## src/logic/lsu_defs.svh

```systemverilog
// load/store unit configuration macros
// lane count, widths, queue depth, reset values and opcode codes

`ifndef LSU_DEFS_SVH
`define LSU_DEFS_SVH

`define LSU_NUM_LANES     4
`define LSU_XLEN          32
`define LSU_WARP_BITS     2
`define LSU_RD_BITS       5
`define LSU_QUEUE_DEPTH   4

// top 16 MB of the address space
`define LSU_IO_BASE_RESET 32'hFF00_0000

`define LSU_OP_LB         4'h0
`define LSU_OP_LH         4'h1
`define LSU_OP_LW         4'h2
`define LSU_OP_LBU        4'h4
`define LSU_OP_LHU        4'h5
`define LSU_OP_SB         4'h8
`define LSU_OP_SH         4'h9
`define LSU_OP_SW         4'hA
`define LSU_OP_FENCE      4'hF

`endif
```

## src/logic/lsu_pkg.sv

```systemverilog
// shared types of the load/store unit
// vector typedefs plus issue, memory, load queue and commit records

`include "lsu_defs.svh"

package lsu_pkg;

    typedef logic [`LSU_XLEN-1:0]      word_t;
    typedef logic [`LSU_NUM_LANES-1:0] lane_mask_t;
    typedef logic [`LSU_XLEN/8-1:0]    byteen_t;
    typedef logic [1:0]                align_t;
    typedef logic [`LSU_WARP_BITS-1:0] wid_t;
    typedef logic [`LSU_RD_BITS-1:0]   rd_t;
    typedef logic [3:0]                lsu_op_t;

    typedef struct packed {
        lsu_op_t                    op;
        wid_t                       wid;
        rd_t                        rd;
        lane_mask_t                 tmask;
        word_t [`LSU_NUM_LANES-1:0] base;
        word_t                      imm;
        word_t [`LSU_NUM_LANES-1:0] st_data;
    } lsu_issue_t;

    // word addresses, low two bits dropped
    typedef struct packed {
        logic                                      rw;
        lane_mask_t                                mask;
        logic [`LSU_NUM_LANES-1:0][`LSU_XLEN-3:0]  addr;
        byteen_t [`LSU_NUM_LANES-1:0]              byteen;
        word_t [`LSU_NUM_LANES-1:0]                data;
        lane_mask_t                                io;
    } mem_req_t;

    typedef struct packed {
        word_t [`LSU_NUM_LANES-1:0] data;
    } mem_rsp_t;

    typedef struct packed {
        wid_t                        wid;
        rd_t                         rd;
        lane_mask_t                  tmask;
        lsu_op_t                     op;
        align_t [`LSU_NUM_LANES-1:0] align;
    } load_meta_t;

    typedef struct packed {
        wid_t                       wid;
        lane_mask_t                 tmask;
        rd_t                        rd;
        logic                       wb;
        word_t [`LSU_NUM_LANES-1:0] data;
    } commit_t;

endpackage

```

## src/logic/lsu_top.sv

```systemverilog
// load/store unit top level
// opcode decode, issue and memory handshakes, fence stall,
// load metadata and commit record assembly

`timescale 1ns/1ns

`include "lsu_defs.svh"

module lsu_top (
    input  logic                clk,
    input  logic                reset,
    input  logic                cfg_wr_en,
    input  lsu_pkg::word_t      cfg_wr_data,
    input  logic                issue_valid,
    output logic                issue_ready,
    input  lsu_pkg::lsu_issue_t issue,
    output logic                mem_req_valid,
    input  logic                mem_req_ready,
    output lsu_pkg::mem_req_t   mem_req,
    input  logic                mem_rsp_valid,
    output logic                mem_rsp_ready,
    input  lsu_pkg::mem_rsp_t   mem_rsp,
    output logic                commit_valid,
    input  logic                commit_ready,
    output lsu_pkg::commit_t    commit
);
    import lsu_pkg::*;

    word_t                      io_base;
    logic                       issue_en;
    logic                       is_load;
    logic                       is_store;
    logic                       is_fence;
    logic                       lq_push;
    logic                       lq_pop;
    logic                       lq_full;
    logic                       lq_empty;
    logic                       st_valid;
    logic                       st_ready;
    load_meta_t                 push_meta;
    load_meta_t                 pop_meta;
    word_t [`LSU_NUM_LANES-1:0] load_data;
    commit_t                    ld_commit;
    commit_t                    st_commit;

    // hold off issue until the first cycle out of reset
    always_ff @(posedge clk) begin
        if (reset) begin
            issue_en <= 1'b0;
        end else begin
            issue_en <= 1'b1;
        end
    end

    assign is_store = issue.op inside {`LSU_OP_SB, `LSU_OP_SH, `LSU_OP_SW};
    assign is_fence = (issue.op == `LSU_OP_FENCE);
    assign is_load  = ~is_store && ~is_fence;

    // fence waits for every outstanding load response
    assign issue_ready = issue_en && (is_fence ? (lq_empty && st_ready)
                       : (mem_req_ready && (is_load ? ~lq_full : st_ready)));

    assign mem_req_valid = issue_valid && issue_en
                         && ((is_load && ~lq_full) || (is_store && st_ready));

    // fence retires through the store path as a wb 0 record
    assign st_valid = issue_valid && issue_en
                    && ((is_store && mem_req_ready) || (is_fence && lq_empty));

    assign lq_push = mem_req_valid && mem_req_ready && is_load;
    assign lq_pop  = mem_rsp_valid && mem_rsp_ready;

    always_comb begin
        push_meta.wid   = issue.wid;
        push_meta.rd    = issue.rd;
        push_meta.tmask = issue.tmask;
        push_meta.op    = issue.op;
        for (int i = 0; i < `LSU_NUM_LANES; i++) begin
            push_meta.align[i] = issue.base[i][1:0] + issue.imm[1:0];
        end
    end

    always_comb begin
        ld_commit.wid   = pop_meta.wid;
        ld_commit.tmask = pop_meta.tmask;
        ld_commit.rd    = pop_meta.rd;
        ld_commit.wb    = 1'b1;
        ld_commit.data  = load_data;

        st_commit.wid   = issue.wid;
        st_commit.tmask = issue.tmask;
        st_commit.rd    = '0;
        st_commit.wb    = 1'b0;
        st_commit.data  = '0;
    end

    lsu_cfg_regs cfg_regs (
        .clk         (clk),
        .reset       (reset),
        .cfg_wr_en   (cfg_wr_en),
        .cfg_wr_data (cfg_wr_data),
        .io_base     (io_base)
    );

    lsu_addr_gen addr_gen (
        .issue   (issue),
        .io_base (io_base),
        .mem_req (mem_req)
    );

    lsu_load_queue load_queue (
        .clk       (clk),
        .reset     (reset),
        .push      (lq_push),
        .push_meta (push_meta),
        .pop       (lq_pop),
        .pop_meta  (pop_meta),
        .full      (lq_full),
        .empty     (lq_empty)
    );

    lsu_load_format load_format (
        .meta      (pop_meta),
        .mem_rsp   (mem_rsp),
        .load_data (load_data)
    );

    lsu_commit_arb commit_arb (
        .clk          (clk),
        .reset        (reset),
        .ld_valid     (mem_rsp_valid),
        .ld_commit    (ld_commit),
        .ld_ready     (mem_rsp_ready),
        .st_valid     (st_valid),
        .st_commit    (st_commit),
        .st_ready     (st_ready),
        .commit_valid (commit_valid),
        .commit       (commit),
        .commit_ready (commit_ready)
    );

endmodule

```

## src/logic/lsu_commit_arb.sv

```systemverilog
// commit path
// 2-entry load and store buffers, round-robin arbiter, registered output

`timescale 1ns/1ns

module lsu_commit_arb (
    input  logic             clk,
    input  logic             reset,
    input  logic             ld_valid,
    input  lsu_pkg::commit_t ld_commit,
    output logic             ld_ready,
    input  logic             st_valid,
    input  lsu_pkg::commit_t st_commit,
    output logic             st_ready,
    output logic             commit_valid,
    output lsu_pkg::commit_t commit,
    input  logic             commit_ready
);
    import lsu_pkg::*;

    // channel 0 is loads, channel 1 is stores
    logic [1:0]    in_valid;
    commit_t [1:0] in_data;
    logic [1:0]    buf_ready;
    logic [1:0]    buf_valid;
    commit_t [1:0] buf_data;
    logic [1:0]    buf_pop;
    logic [1:0]    grant;
    logic          last_grant;
    logic          out_ready;

    assign in_valid = {st_valid, ld_valid};
    assign in_data  = {st_commit, ld_commit};
    assign ld_ready = buf_ready[0];
    assign st_ready = buf_ready[1];

    for (genvar c = 0; c < 2; c++) begin : g_buf
        commit_t    entry [2];
        logic       wr_ptr;
        logic       rd_ptr;
        logic       push;
        logic [1:0] count;

        assign push = in_valid[c] && buf_ready[c];

        always_ff @(posedge clk) begin
            if (reset) begin
                wr_ptr <= 1'b0;
                rd_ptr <= 1'b0;
                count  <= '0;
            end else begin
                if (push) begin
                    wr_ptr <= ~wr_ptr;
                end
                if (buf_pop[c]) begin
                    rd_ptr <= ~rd_ptr;
                end
                count <= count + 2'(push) - 2'(buf_pop[c]);
            end
        end

        always_ff @(posedge clk) begin
            if (push) begin
                entry[wr_ptr] <= in_data[c];
            end
        end

        assign buf_ready[c] = (count != 2'd2);
        assign buf_valid[c] = (count != 2'd0);
        assign buf_data[c]  = entry[rd_ptr];
    end

    // on conflict, the channel not served last wins
    always_comb begin
        if (buf_valid == 2'b11) begin
            grant = last_grant ? 2'b01 : 2'b10;
        end else begin
            grant = buf_valid;
        end
    end

    assign out_ready = ~commit_valid || commit_ready;
    assign buf_pop   = grant & {2{out_ready}};

    always_ff @(posedge clk) begin
        if (reset) begin
            commit_valid <= 1'b0;
            last_grant   <= 1'b0;
        end else if (out_ready) begin
            commit_valid <= |grant;
            if (|grant) begin
                last_grant <= grant[1];
            end
        end
    end

    always_ff @(posedge clk) begin
        if (out_ready && (|grant)) begin
            commit <= grant[1] ? buf_data[1] : buf_data[0];
        end
    end

endmodule

```

## src/logic/lsu_load_format.sv

```systemverilog
// load response formatting
// per-lane half/byte select by align, then sign or zero extension by opcode

`timescale 1ns/1ns

`include "lsu_defs.svh"

module lsu_load_format (
    input  lsu_pkg::load_meta_t                     meta,
    input  lsu_pkg::mem_rsp_t                       mem_rsp,
    output lsu_pkg::word_t [`LSU_NUM_LANES-1:0]     load_data
);

    logic [`LSU_NUM_LANES-1:0][15:0] lane_half;
    logic [`LSU_NUM_LANES-1:0][7:0]  lane_byte;

    always_comb begin
        for (int i = 0; i < `LSU_NUM_LANES; i++) begin
            lane_half[i] = meta.align[i][1] ? mem_rsp.data[i][31:16] : mem_rsp.data[i][15:0];
            lane_byte[i] = meta.align[i][0] ? lane_half[i][15:8] : lane_half[i][7:0];
            case (meta.op)
                `LSU_OP_LB: begin
                    load_data[i] = {{(`LSU_XLEN-8){lane_byte[i][7]}}, lane_byte[i]};
                end
                `LSU_OP_LH: begin
                    load_data[i] = {{(`LSU_XLEN-16){lane_half[i][15]}}, lane_half[i]};
                end
                `LSU_OP_LBU: begin
                    load_data[i] = {{(`LSU_XLEN-8){1'b0}}, lane_byte[i]};
                end
                `LSU_OP_LHU: begin
                    load_data[i] = {{(`LSU_XLEN-16){1'b0}}, lane_half[i]};
                end
                // word load passes through
                default: begin
                    load_data[i] = mem_rsp.data[i];
                end
            endcase
        end
    end

endmodule

```

## src/logic/lsu_load_queue.sv

```systemverilog
// in-order queue of outstanding load metadata
// circular buffer with read/write pointers, count, full and empty flags

`timescale 1ns/1ns

`include "lsu_defs.svh"

module lsu_load_queue (
    input  logic                clk,
    input  logic                reset,
    input  logic                push,
    input  lsu_pkg::load_meta_t push_meta,
    input  logic                pop,
    output lsu_pkg::load_meta_t pop_meta,
    output logic                full,
    output logic                empty
);
    import lsu_pkg::*;

    localparam int DEPTH    = `LSU_QUEUE_DEPTH;
    localparam int PTR_BITS = $clog2(DEPTH);
    localparam int CNT_BITS = PTR_BITS + 1;

    load_meta_t          entries [DEPTH];
    logic [PTR_BITS-1:0] wr_ptr;
    logic [PTR_BITS-1:0] rd_ptr;
    logic [CNT_BITS-1:0] count;

    always_ff @(posedge clk) begin
        if (reset) begin
            wr_ptr <= '0;
            rd_ptr <= '0;
            count  <= '0;
        end else begin
            if (push) begin
                wr_ptr <= (wr_ptr == PTR_BITS'(DEPTH - 1)) ? '0 : wr_ptr + PTR_BITS'(1);
            end
            if (pop) begin
                rd_ptr <= (rd_ptr == PTR_BITS'(DEPTH - 1)) ? '0 : rd_ptr + PTR_BITS'(1);
            end
            count <= count + CNT_BITS'(push) - CNT_BITS'(pop);
        end
    end

    always_ff @(posedge clk) begin
        if (push) begin
            entries[wr_ptr] <= push_meta;
        end
    end

    // oldest outstanding load
    assign pop_meta = entries[rd_ptr];
    assign full     = (count == CNT_BITS'(DEPTH));
    assign empty    = (count == '0);

endmodule

```

## src/logic/lsu_addr_gen.sv

```systemverilog
// per-lane address generation and request formatting
// word address, I/O flag, byte enables, aligned store data and mask

`timescale 1ns/1ns

`include "lsu_defs.svh"

module lsu_addr_gen (
    input  lsu_pkg::lsu_issue_t issue,
    input  lsu_pkg::word_t      io_base,
    output lsu_pkg::mem_req_t   mem_req
);
    import lsu_pkg::*;

    word_t   [`LSU_NUM_LANES-1:0] full_addr;
    align_t  [`LSU_NUM_LANES-1:0] lane_align;
    byteen_t [`LSU_NUM_LANES-1:0] lane_byteen;
    word_t   [`LSU_NUM_LANES-1:0] lane_data;
    lane_mask_t                   lane_io;
    logic                         is_store;

    assign is_store = issue.op inside {`LSU_OP_SB, `LSU_OP_SH, `LSU_OP_SW};

    for (genvar i = 0; i < `LSU_NUM_LANES; i++) begin : g_lane
        assign full_addr[i]  = issue.base[i] + issue.imm;
        assign lane_align[i] = full_addr[i][1:0];
        // non-cacheable region starts at io_base
        assign lane_io[i]    = (full_addr[i] >= io_base);
        assign lane_data[i]  = issue.st_data[i] << {lane_align[i], 3'b000};
    end

    // loads read the whole word
    always_comb begin
        for (int i = 0; i < `LSU_NUM_LANES; i++) begin
            case (issue.op)
                `LSU_OP_SB: begin
                    lane_byteen[i] = byteen_t'(1) << lane_align[i];
                end
                `LSU_OP_SH: begin
                    lane_byteen[i] = byteen_t'(3) << {lane_align[i][1], 1'b0};
                end
                default: begin
                    lane_byteen[i] = '1;
                end
            endcase
        end
    end

    always_comb begin
        mem_req.rw     = is_store;
        mem_req.mask   = issue.tmask;
        mem_req.byteen = lane_byteen;
        mem_req.data   = lane_data;
        mem_req.io     = lane_io;
        for (int i = 0; i < `LSU_NUM_LANES; i++) begin
            mem_req.addr[i] = full_addr[i][`LSU_XLEN-1:2];
        end
    end

endmodule

```

## src/logic/lsu_cfg_regs.sv

```systemverilog
// configuration register block
// holds the I/O base address, loaded by a one-cycle write strobe

`timescale 1ns/1ns

`include "lsu_defs.svh"

module lsu_cfg_regs (
    input  logic           clk,
    input  logic           reset,
    input  logic           cfg_wr_en,
    input  lsu_pkg::word_t cfg_wr_data,
    output lsu_pkg::word_t io_base
);

    // new base applies to requests from the next cycle
    always_ff @(posedge clk) begin
        if (reset) begin
            io_base <= `LSU_IO_BASE_RESET;
        end else if (cfg_wr_en) begin
            io_base <= cfg_wr_data;
        end
    end

endmodule

```

## config.mk

```make
export PLATFORM = sky130hd
export DESIGN_NAME = lsu_top
export DESIGN_NICKNAME = d
export VERILOG_FILES = /design/src/logic/lsu_pkg.sv /design/src/logic/lsu_top.sv /design/src/logic/lsu_commit_arb.sv /design/src/logic/lsu_load_format.sv /design/src/logic/lsu_load_queue.sv /design/src/logic/lsu_addr_gen.sv /design/src/logic/lsu_cfg_regs.sv
export VERILOG_INCLUDE_DIRS = /design/src /design/src/logic
export SDC_FILE = /design/constraint.sdc
export NUM_CORES = 1
export LEC_CHECK = 0
export ABC_AREA = 1
export BUFFER_PORTS_ARGS = -buffer_cell sky130_fd_sc_hd__buf_2
export CORE_AREA = 4 4 340 342
export CTS_CLUSTER_DIAMETER = 40
export DETAILED_ROUTE_END_ITERATION = 10
export DIE_AREA = 0 0 344 346
export PLACE_DENSITY = 0.66
export SKIP_CTS_REPAIR_TIMING = 1
export SLEW_MARGIN = 15
export SYNTH_ARGS = -nofsm -noshare
export SYNTH_HDL_FRONTEND = slang
export SYNTH_SLANG_ARGS = --single-unit
```

## constraint.sdc

```tcl
create_clock -name clk -period 6.8 [get_ports clk]
set_input_delay 0.68 -clock clk [delete_from_list [all_inputs] [get_ports clk]]
set_output_delay 0.68 -clock clk [all_outputs]
set_load 0.05 [all_outputs]
```

==> summary.md, run 1 <==
| Metric | Value |
|---|---|
| Placement-stage cell area | `around 44000 sq um` |
| Antenna violations before repair | `30` |
| Port Buffer Count | `slightly below 900` |
| XOR/XNOR Fraction of Synth Area | `0.0141` |
| Layout Skew | `roughly 44 ps` |
| Dominant cell type by area after synthesis | `edfxtp_1` |
| CP Capture Type | `output port` |
| Final Setup Violations | `0` |
| Share of the synthesized area in the top cell type | `0.399` |
| Post-synth top cells | `nand2_1, inv_1, edfxtp_1` |
| Syn_nets | `between 5000 and 6000` |
| Async SR Flop Fraction | `0` |
| Post-Synth Simple-Gate Area | `0.254` |
| RSZ-0062 raised after global routing | `false` |
| Area delta synth->final | `18.8%` |
| Max_slew headroom | `0.274` |
| Status | `complete, no violations` |
| Placer Congestion | `a little over 1` |
| Synth Area in Adders | `0.0864` |
| Post-Syn Area | `39200 sq um` |
| Sinks on Clock Net | `576` |
| Initial drt markers | `between 3000 and 4000` |
| Post-synthesis compound-gate area fraction | `0.104` |
| I/O pin count | `887` |
| Max VDD drop | `about 400 uV` |
| Rows | `between 100 and 150` |
| Final ANT Viol Nets | `0` |
| Max cap viols | `0` |
| Clock Tree Root | `clkbuf_16` |
| Worst Path Max Fanout | `4` |
| Yosys cell types | `43` |
| Worst setup path class | `in2out` |
| CTS Buf Count | `between 60 and 70` |
| Hold WC Path Type | `in2reg` |
| Pleak | `23.2 nW` |
| Syn. warnings | `0` |
| CP Launch Type | `input port` |
| Mapped Cells | `between 5000 and 6000` |
| Reg clk slew, reported paths | `approximately 60 ps` |
| Critical Path AT | `roughly 4400 ps` |
| Global Route Usage Sum | `0.285` |
| Crit share post-route | `0.747` |
| Largest net degree at the start of global routing | `~140` |
| Synth Flop Type | `edfxtp_1` |
| Fin util | `0.415` |
| WL per Instance | `about 24 um` |
| Filler instances | `between 10000 and 15000` |
| Required time worst endpoint | `6120 ps` |
| Final Cell Area | `around 47000 sq um` |
| Sequential element share of the synthesized area | `0.427` |
| First-pass GRT wire length | `246000 um` |
| GRT overflow | `0` |
| Post-detail-place hpwl | `approximately 140000 um` |
| DIE AREA | `about 120000 sq um` |
| Vias per cell | `around 5.2` |
| Vias in the first global route | `35300` |
| Post-synthesis area per instance | `7.71 sq um` |
| Post-route DRC | `0` |
| Die height | `approximately 350 um` |
| Largest cells by area after synthesis | `edfxtp_1, nand2_1, ha_1, inv_1, a21oi_1` |
| Max Fclk | `between 0.15 and 0.2 GHz` |
| CTS Buffer Depth | `3` |
| CTS tree | `built` |
| Slew @ Worst Pin | `between 1000 and 1500 ps` |
| Skew-Pair Late Insertion Delay | `630 ps` |
| Largest family of logic cells by synthesized area | `simple AND/OR/NAND/NOR gates` |
| Initial core utilization | `0.349` |
| Layout cell share with drive strength beyond 1 | `0.186` |
| Post-route minimum period | `roughly 5000 ps` |
| Final hold vios | `0` |
| H-tree depth | `3` |
| Post-synthesis sequential element count | `about 580` |
| Core Region | `between 100000 and 150000 sq um` |
| Most frequent cell after synthesis | `nand2_1` |
| Slew Limit Fails | `0` |
| Portion of netlist area occupied by mux cells | `0.00689` |
| Pwr per Cell Area | `approximately 380 nW/um^2` |
| Final WL | `roughly 180000 um` |
| Post-synth EDFFs | `roughly 520` |
| Setup TNS | `0 ps` |
| Die Wd | `between 300 and 400 um` |
| Vias | `between 30000 and 40000` |
| First drt pass iteration count | `8` |
| Fin nets | `6524` |
-- cells in the final DEF (no fill, tap or decap), types with 35 or more instances in the layout --
| cell type | n |
|---|---|
| nand4_1 | 35 |
| edfxtp_1 | 522 |
| a21oi_1 | 399 |
| nor3_1 | 35 |
| clkbuf_16 | 69 |
| ha_1 | 263 |
| inv_1 | 679 |
| o211ai_1 | 62 |
| xor2_1 | 59 |
| nor2_1 | 346 |
| nand3_1 | 270 |
| buf_2 | 886 |
| dfxtp_1 | 53 |
| o21ai_0 | 166 |
| nand2_1 | 1710 |
-- power by group --
group          internal, mW  switching, mW  leakage, nW
registers              5.28          0.372         5.40
logic                  1.81           6.60         16.7
clock network          2.23           1.58         1.14
total                  9.32           8.55         23.2
-- flip-flops by register name, indices dropped and copies added (netlist names), named ones only --
signal,count
commit_arb.g_buf.entry,290
commit_arb.commit,140
load_queue.entries,92
cfg_regs.io_base,32
commit_arb.g_buf.count,4
load_queue.count,3
commit_arb.g_buf.rd_ptr,2
commit_arb.g_buf.wr_ptr,2
load_queue.rd_ptr,2
load_queue.wr_ptr,2
commit_arb.commit_valid,1
commit_arb.last_grant,1
issue_en,1
-- routing by layer --
layer,part of all wire,GRT usage,up-vias
met4,0.053,0.131,16
li1,-,-,18000
met3,0.090,0.0529,288
met2,0.46,0.466,1867
met1,0.40,0.365,17800
met5,0.00063,0,-
-- area by class of cell --
class                      count  area (sq um)  share of cell area
multi-input combinational   3543         18300               0.393
sequential                   576         16800               0.360
timing repair buffer         910          4650              0.0998
inverter                     686          2580              0.0554
tap                         1500          1880              0.0403
clock buffer                  76          1750              0.0376
clock inverter                47           621              0.0133
antenna                       20          50.0             0.00107
-- worst max-delay path, stage by stage --
cell and delay (ps):
buf_2 140, ha_1 370, fa_2 460, nand3_1 90
nand3_1 290, nand3_1 170, nand3_1 240, nand2_1 170
nand2_1 60, nand2_1 60, nand2_1 130, ha_1 310
nand2_1 50, nor2_1 150, nand2_1 120, nor2_1 330
nand4_1 130, nand3_1 100, buf_2 340
-- path summary, 6_finish.rpt --
kind / slack [ps] / start / endpoint / depth (start not counted)
min: 270 / issue[295] / load_queue.entries[0][19]$_DFFE_PP_ / 1
min reg2reg: 450 / commit_arb.g_buf[1].rd_ptr$_SDFFE_PP0P_ / register / 1
max reg2reg: 2620 / register / commit_arb.g_buf[0].entry[1][72]$_DFFE_PP_ / 9
max: 1720 / issue[128] / mem_req[0] / 19
-- through the flow --
stage / setup WS, ps / power [mW] / std cells / hold slack (ps)
after global placement: 1800 / 14.0 / 7215 / 434
after CTS: 1770 / 17.9 / 7338 / 227
after floorplan: 1740 / 11.7 / 5089 / 425
after global routing: 1540 / 18.7 / 7340 / 250
final: 1720 / 17.9 / 7358 / 274
after detailed placement: 1780 / 14.1 / 7215 / 453
-- cell families after synthesis --
group           after synthesis
xor+xnor                     63
compound gates              731
simple gates               2454
mux                          27
fa+ha+maj                   268
flops                       576
buf+inv                     970
Power figures use the tool's default switching activity.
==> inputs of run 2 (changes only) <==
CORE_AREA = 4 4 341 343   (was 4 4 340 342)
DIE_AREA = 0 0 345 347   (was 0 0 344 346)
PLACE_DENSITY = 0.63   (was 0.66)
clock period = 4.9 ns   (was 6.8 ns; I/O delays follow)
==> run 2 against run 1 <==
Core utilization increased by 0.28 points. Global-route usage decreased by 0.49 points. Via count increased by 0.12%. Clock power increased by 59%. Clock-buffer cell count increased by 14. Critical path type unchanged. Critical endpoint is now mem_req[3].
==> summary.md, run 2 (synthesis gave the netlist of run 1 again) <==
| Metric | Value |
|---|---|
| Status | `complete, no violations` |
| Core Region | `114000 sq um` |
| Worst Path Max Fanout | `4` |
| CP top delay family | `simple AND/OR/NAND/NOR gates` |
| Most frequent cells in the layout | `nand2_1, buf_2, inv_1` |
| Max VDD drop | `501 uV` |
| Vias in the first global route | `approximately 35000` |
| Area delta synth->final | `20.9%` |
| Global Route Usage Sum | `0.280` |
| Skew-Pair Late Insertion Delay | `about 690 ps` |
| CTS Buf Count | `83` |
| Initial drt markers | `3606` |
| Final ANT Viol Nets | `0` |
| Port Buffer Count | `~890` |
| Sequential Power Share | `0.304` |
| Pre-CTS setup slack | `~540 ps` |
| Sw frac | `0.474` |
| Final hold vios | `0` |
| Die Wd | `about 350 um` |
| Final WL | `175000 um` |
| Reg clk slew, reported paths | `60 ps` |
| Antenna violations before repair | `28` |
| Sinks on Clock Net | `between 500 and 600` |
| Crit-path cells | `buf_2 > ha_1 > nand2_1 > nor2_1 > nand2_1 > nand2_1 > nand2_1 > nand2_1 > nand2_1 > nand3_1 > nand2_1 > ha_1 > nand2_1 > nor2_1 > nand4_1 > nor2_1 > nand4_1 > nand3_1 > buf_2` |
| CP Launch Type | `input port` |
| Post-detail-place hpwl | `140000 um` |
| Post-route DRC | `0` |
| Layout Skew | `between 50 and 60 ps` |
| Critical Path AT | `between 3000 and 4000 ps` |
| Die height | `347 um` |
| Rows | `approximately 120` |
| CP Capture Type | `output port` |
| Fin worst setup slack | `around 470 ps` |
| Post-route minimum period | `around 4400 ps` |
| Clk pwr share | `0.235` |
| First drt pass iteration count | `6` |
| Initial core utilization | `0.346` |
| I/O pin count | `887` |
| Logic pwr share | `0.461` |
| Pleak | `between 20 and 25 nW` |
| Slew @ Worst Pin | `~1100 ps` |
| Crit share post-route | `0.905` |
| First-pass GRT wire length | `~250000 um` |
| Slowest cell on crit path | `ha_1` |
| Top Registers | `commit_arb.g_buf.entry x290, commit_arb.commit x140, load_queue.entries x92` |
| Max incr delay on CP | `450 ps` |
| Vias | `38000` |
| CTS tree | `built` |
| Largest net degree at the start of global routing | `97` |
| Final Setup Violations | `0` |
| H-tree depth | `3` |
| Buffers and inverters on the worst path | `2` |
| Placer Congestion | `1.10` |
| Largest Register | `commit_arb.g_buf.entry` |
| RSZ-0062 raised after global routing | `false` |
| Max reg flops | `290` |
| Most frequent CP cell | `nand2_1` |
| Layout cell share with drive strength beyond 1 | `0.194` |
| Hold WC Path Type | `in2reg` |
| GRT overflow | `0` |
| Slew Limit Fails | `0` |
| Vias per cell | `between 5 and 6` |
| Fin nets | `about 6600` |
| Pwr per Cell Area | `~540 nW/um^2` |
| Most common cell after layout, fill and taps aside | `nand2_1` |
| Power Internal | `13.5 mW` |
| Sw Pwr | `12.2 mW` |
| DIE AREA | `120000 sq um` |
| Max Fclk | `between 0.2 and 0.25 GHz` |
| Worst setup path class | `in2out` |
| Clock Tree Root | `clkbuf_16` |
| Max cap viols | `0` |
| Required time worst endpoint | `4410 ps` |
| CTS Buffer Depth | `3` |
| Fin util | `0.418` |
| WL per Instance | `around 24 um` |
| Max_slew headroom | `0.257` |
==> run 2: cell count changes in the layout (fill, tap and decap cells not counted), sizes merged <==
cell,before,now
dlygate4sd3,0,1
inv,693,697
diode,20,17
clkinvlp,4,6
bufinv,8,7
clkinv,28,40
buf,910,941
clkbuf,76,90
==> run 2: per-layer routing <==
layer	vias to the layer above	global-route usage	wire length [um]
li1	18100	-	-
met2	1885	0.450	79200
met1	17800	0.361	71100
met5	-	0	48
met4	8	0.135	9540
met3	267	0.0572	15300
==> run 2: final timing paths <==
path                                                         startpoint                                   endpoint  slack (ps)  cells after the start
worst max-delay path                                         issue[134]                                 mem_req[3]         470                     19
worst max register to register                                 register  commit_arb.g_buf[0].entry[1][0]$_DFFE_PP_        1560                      9
worst min register to register  commit_arb.g_buf[1].rd_ptr$_SDFFE_PP0P_                                   register         430                      1
worst min-delay path                                         issue[292]        load_queue.entries[3][16]$_DFFE_PP_          50                      1
==> run 2: power by group through the flow <==
stage | sequential (mW) | clock [mW] | combinational, mW
2_1_floorplan | 9.94 | 0 | 6.12
3_3_place_gp | 7.89 | 0 | 11.7
3_5_place_dp | 7.91 | 0 | 11.8
4_1_cts | 7.82 | 6.16 | 11.8
5_1_grt | 7.90 | 6.39 | 12.6
6_report | 7.80 | 6.05 | 11.8
==> run 2: layout make-up <==
cell class                 instances  area [sq um]
sequential                       576         16800
tap                             1512          1890
clock inverter                    64           748
timing repair buffer             942          4980
inverter                         686          2580
clock buffer                      90          2110
antenna                           17          42.5
multi-input combinational       3543         18300
fill                           11700         66100
==> run 2: metrics by stage <==
step                TNS (ps)  instance area, sq um  total power, mW  std cells  hold slack, ps
global route               0                 47400             26.9       7415            28.6
CTS                        0                 47400             25.8       7412           -21.8
finish                     0                 47400             25.7       7430            47.6
floorplan             -42420                 39200             16.1       5089             425
global placement           0                 44500             19.6       7258             425
detailed placement         0                 44500             19.7       7258             444
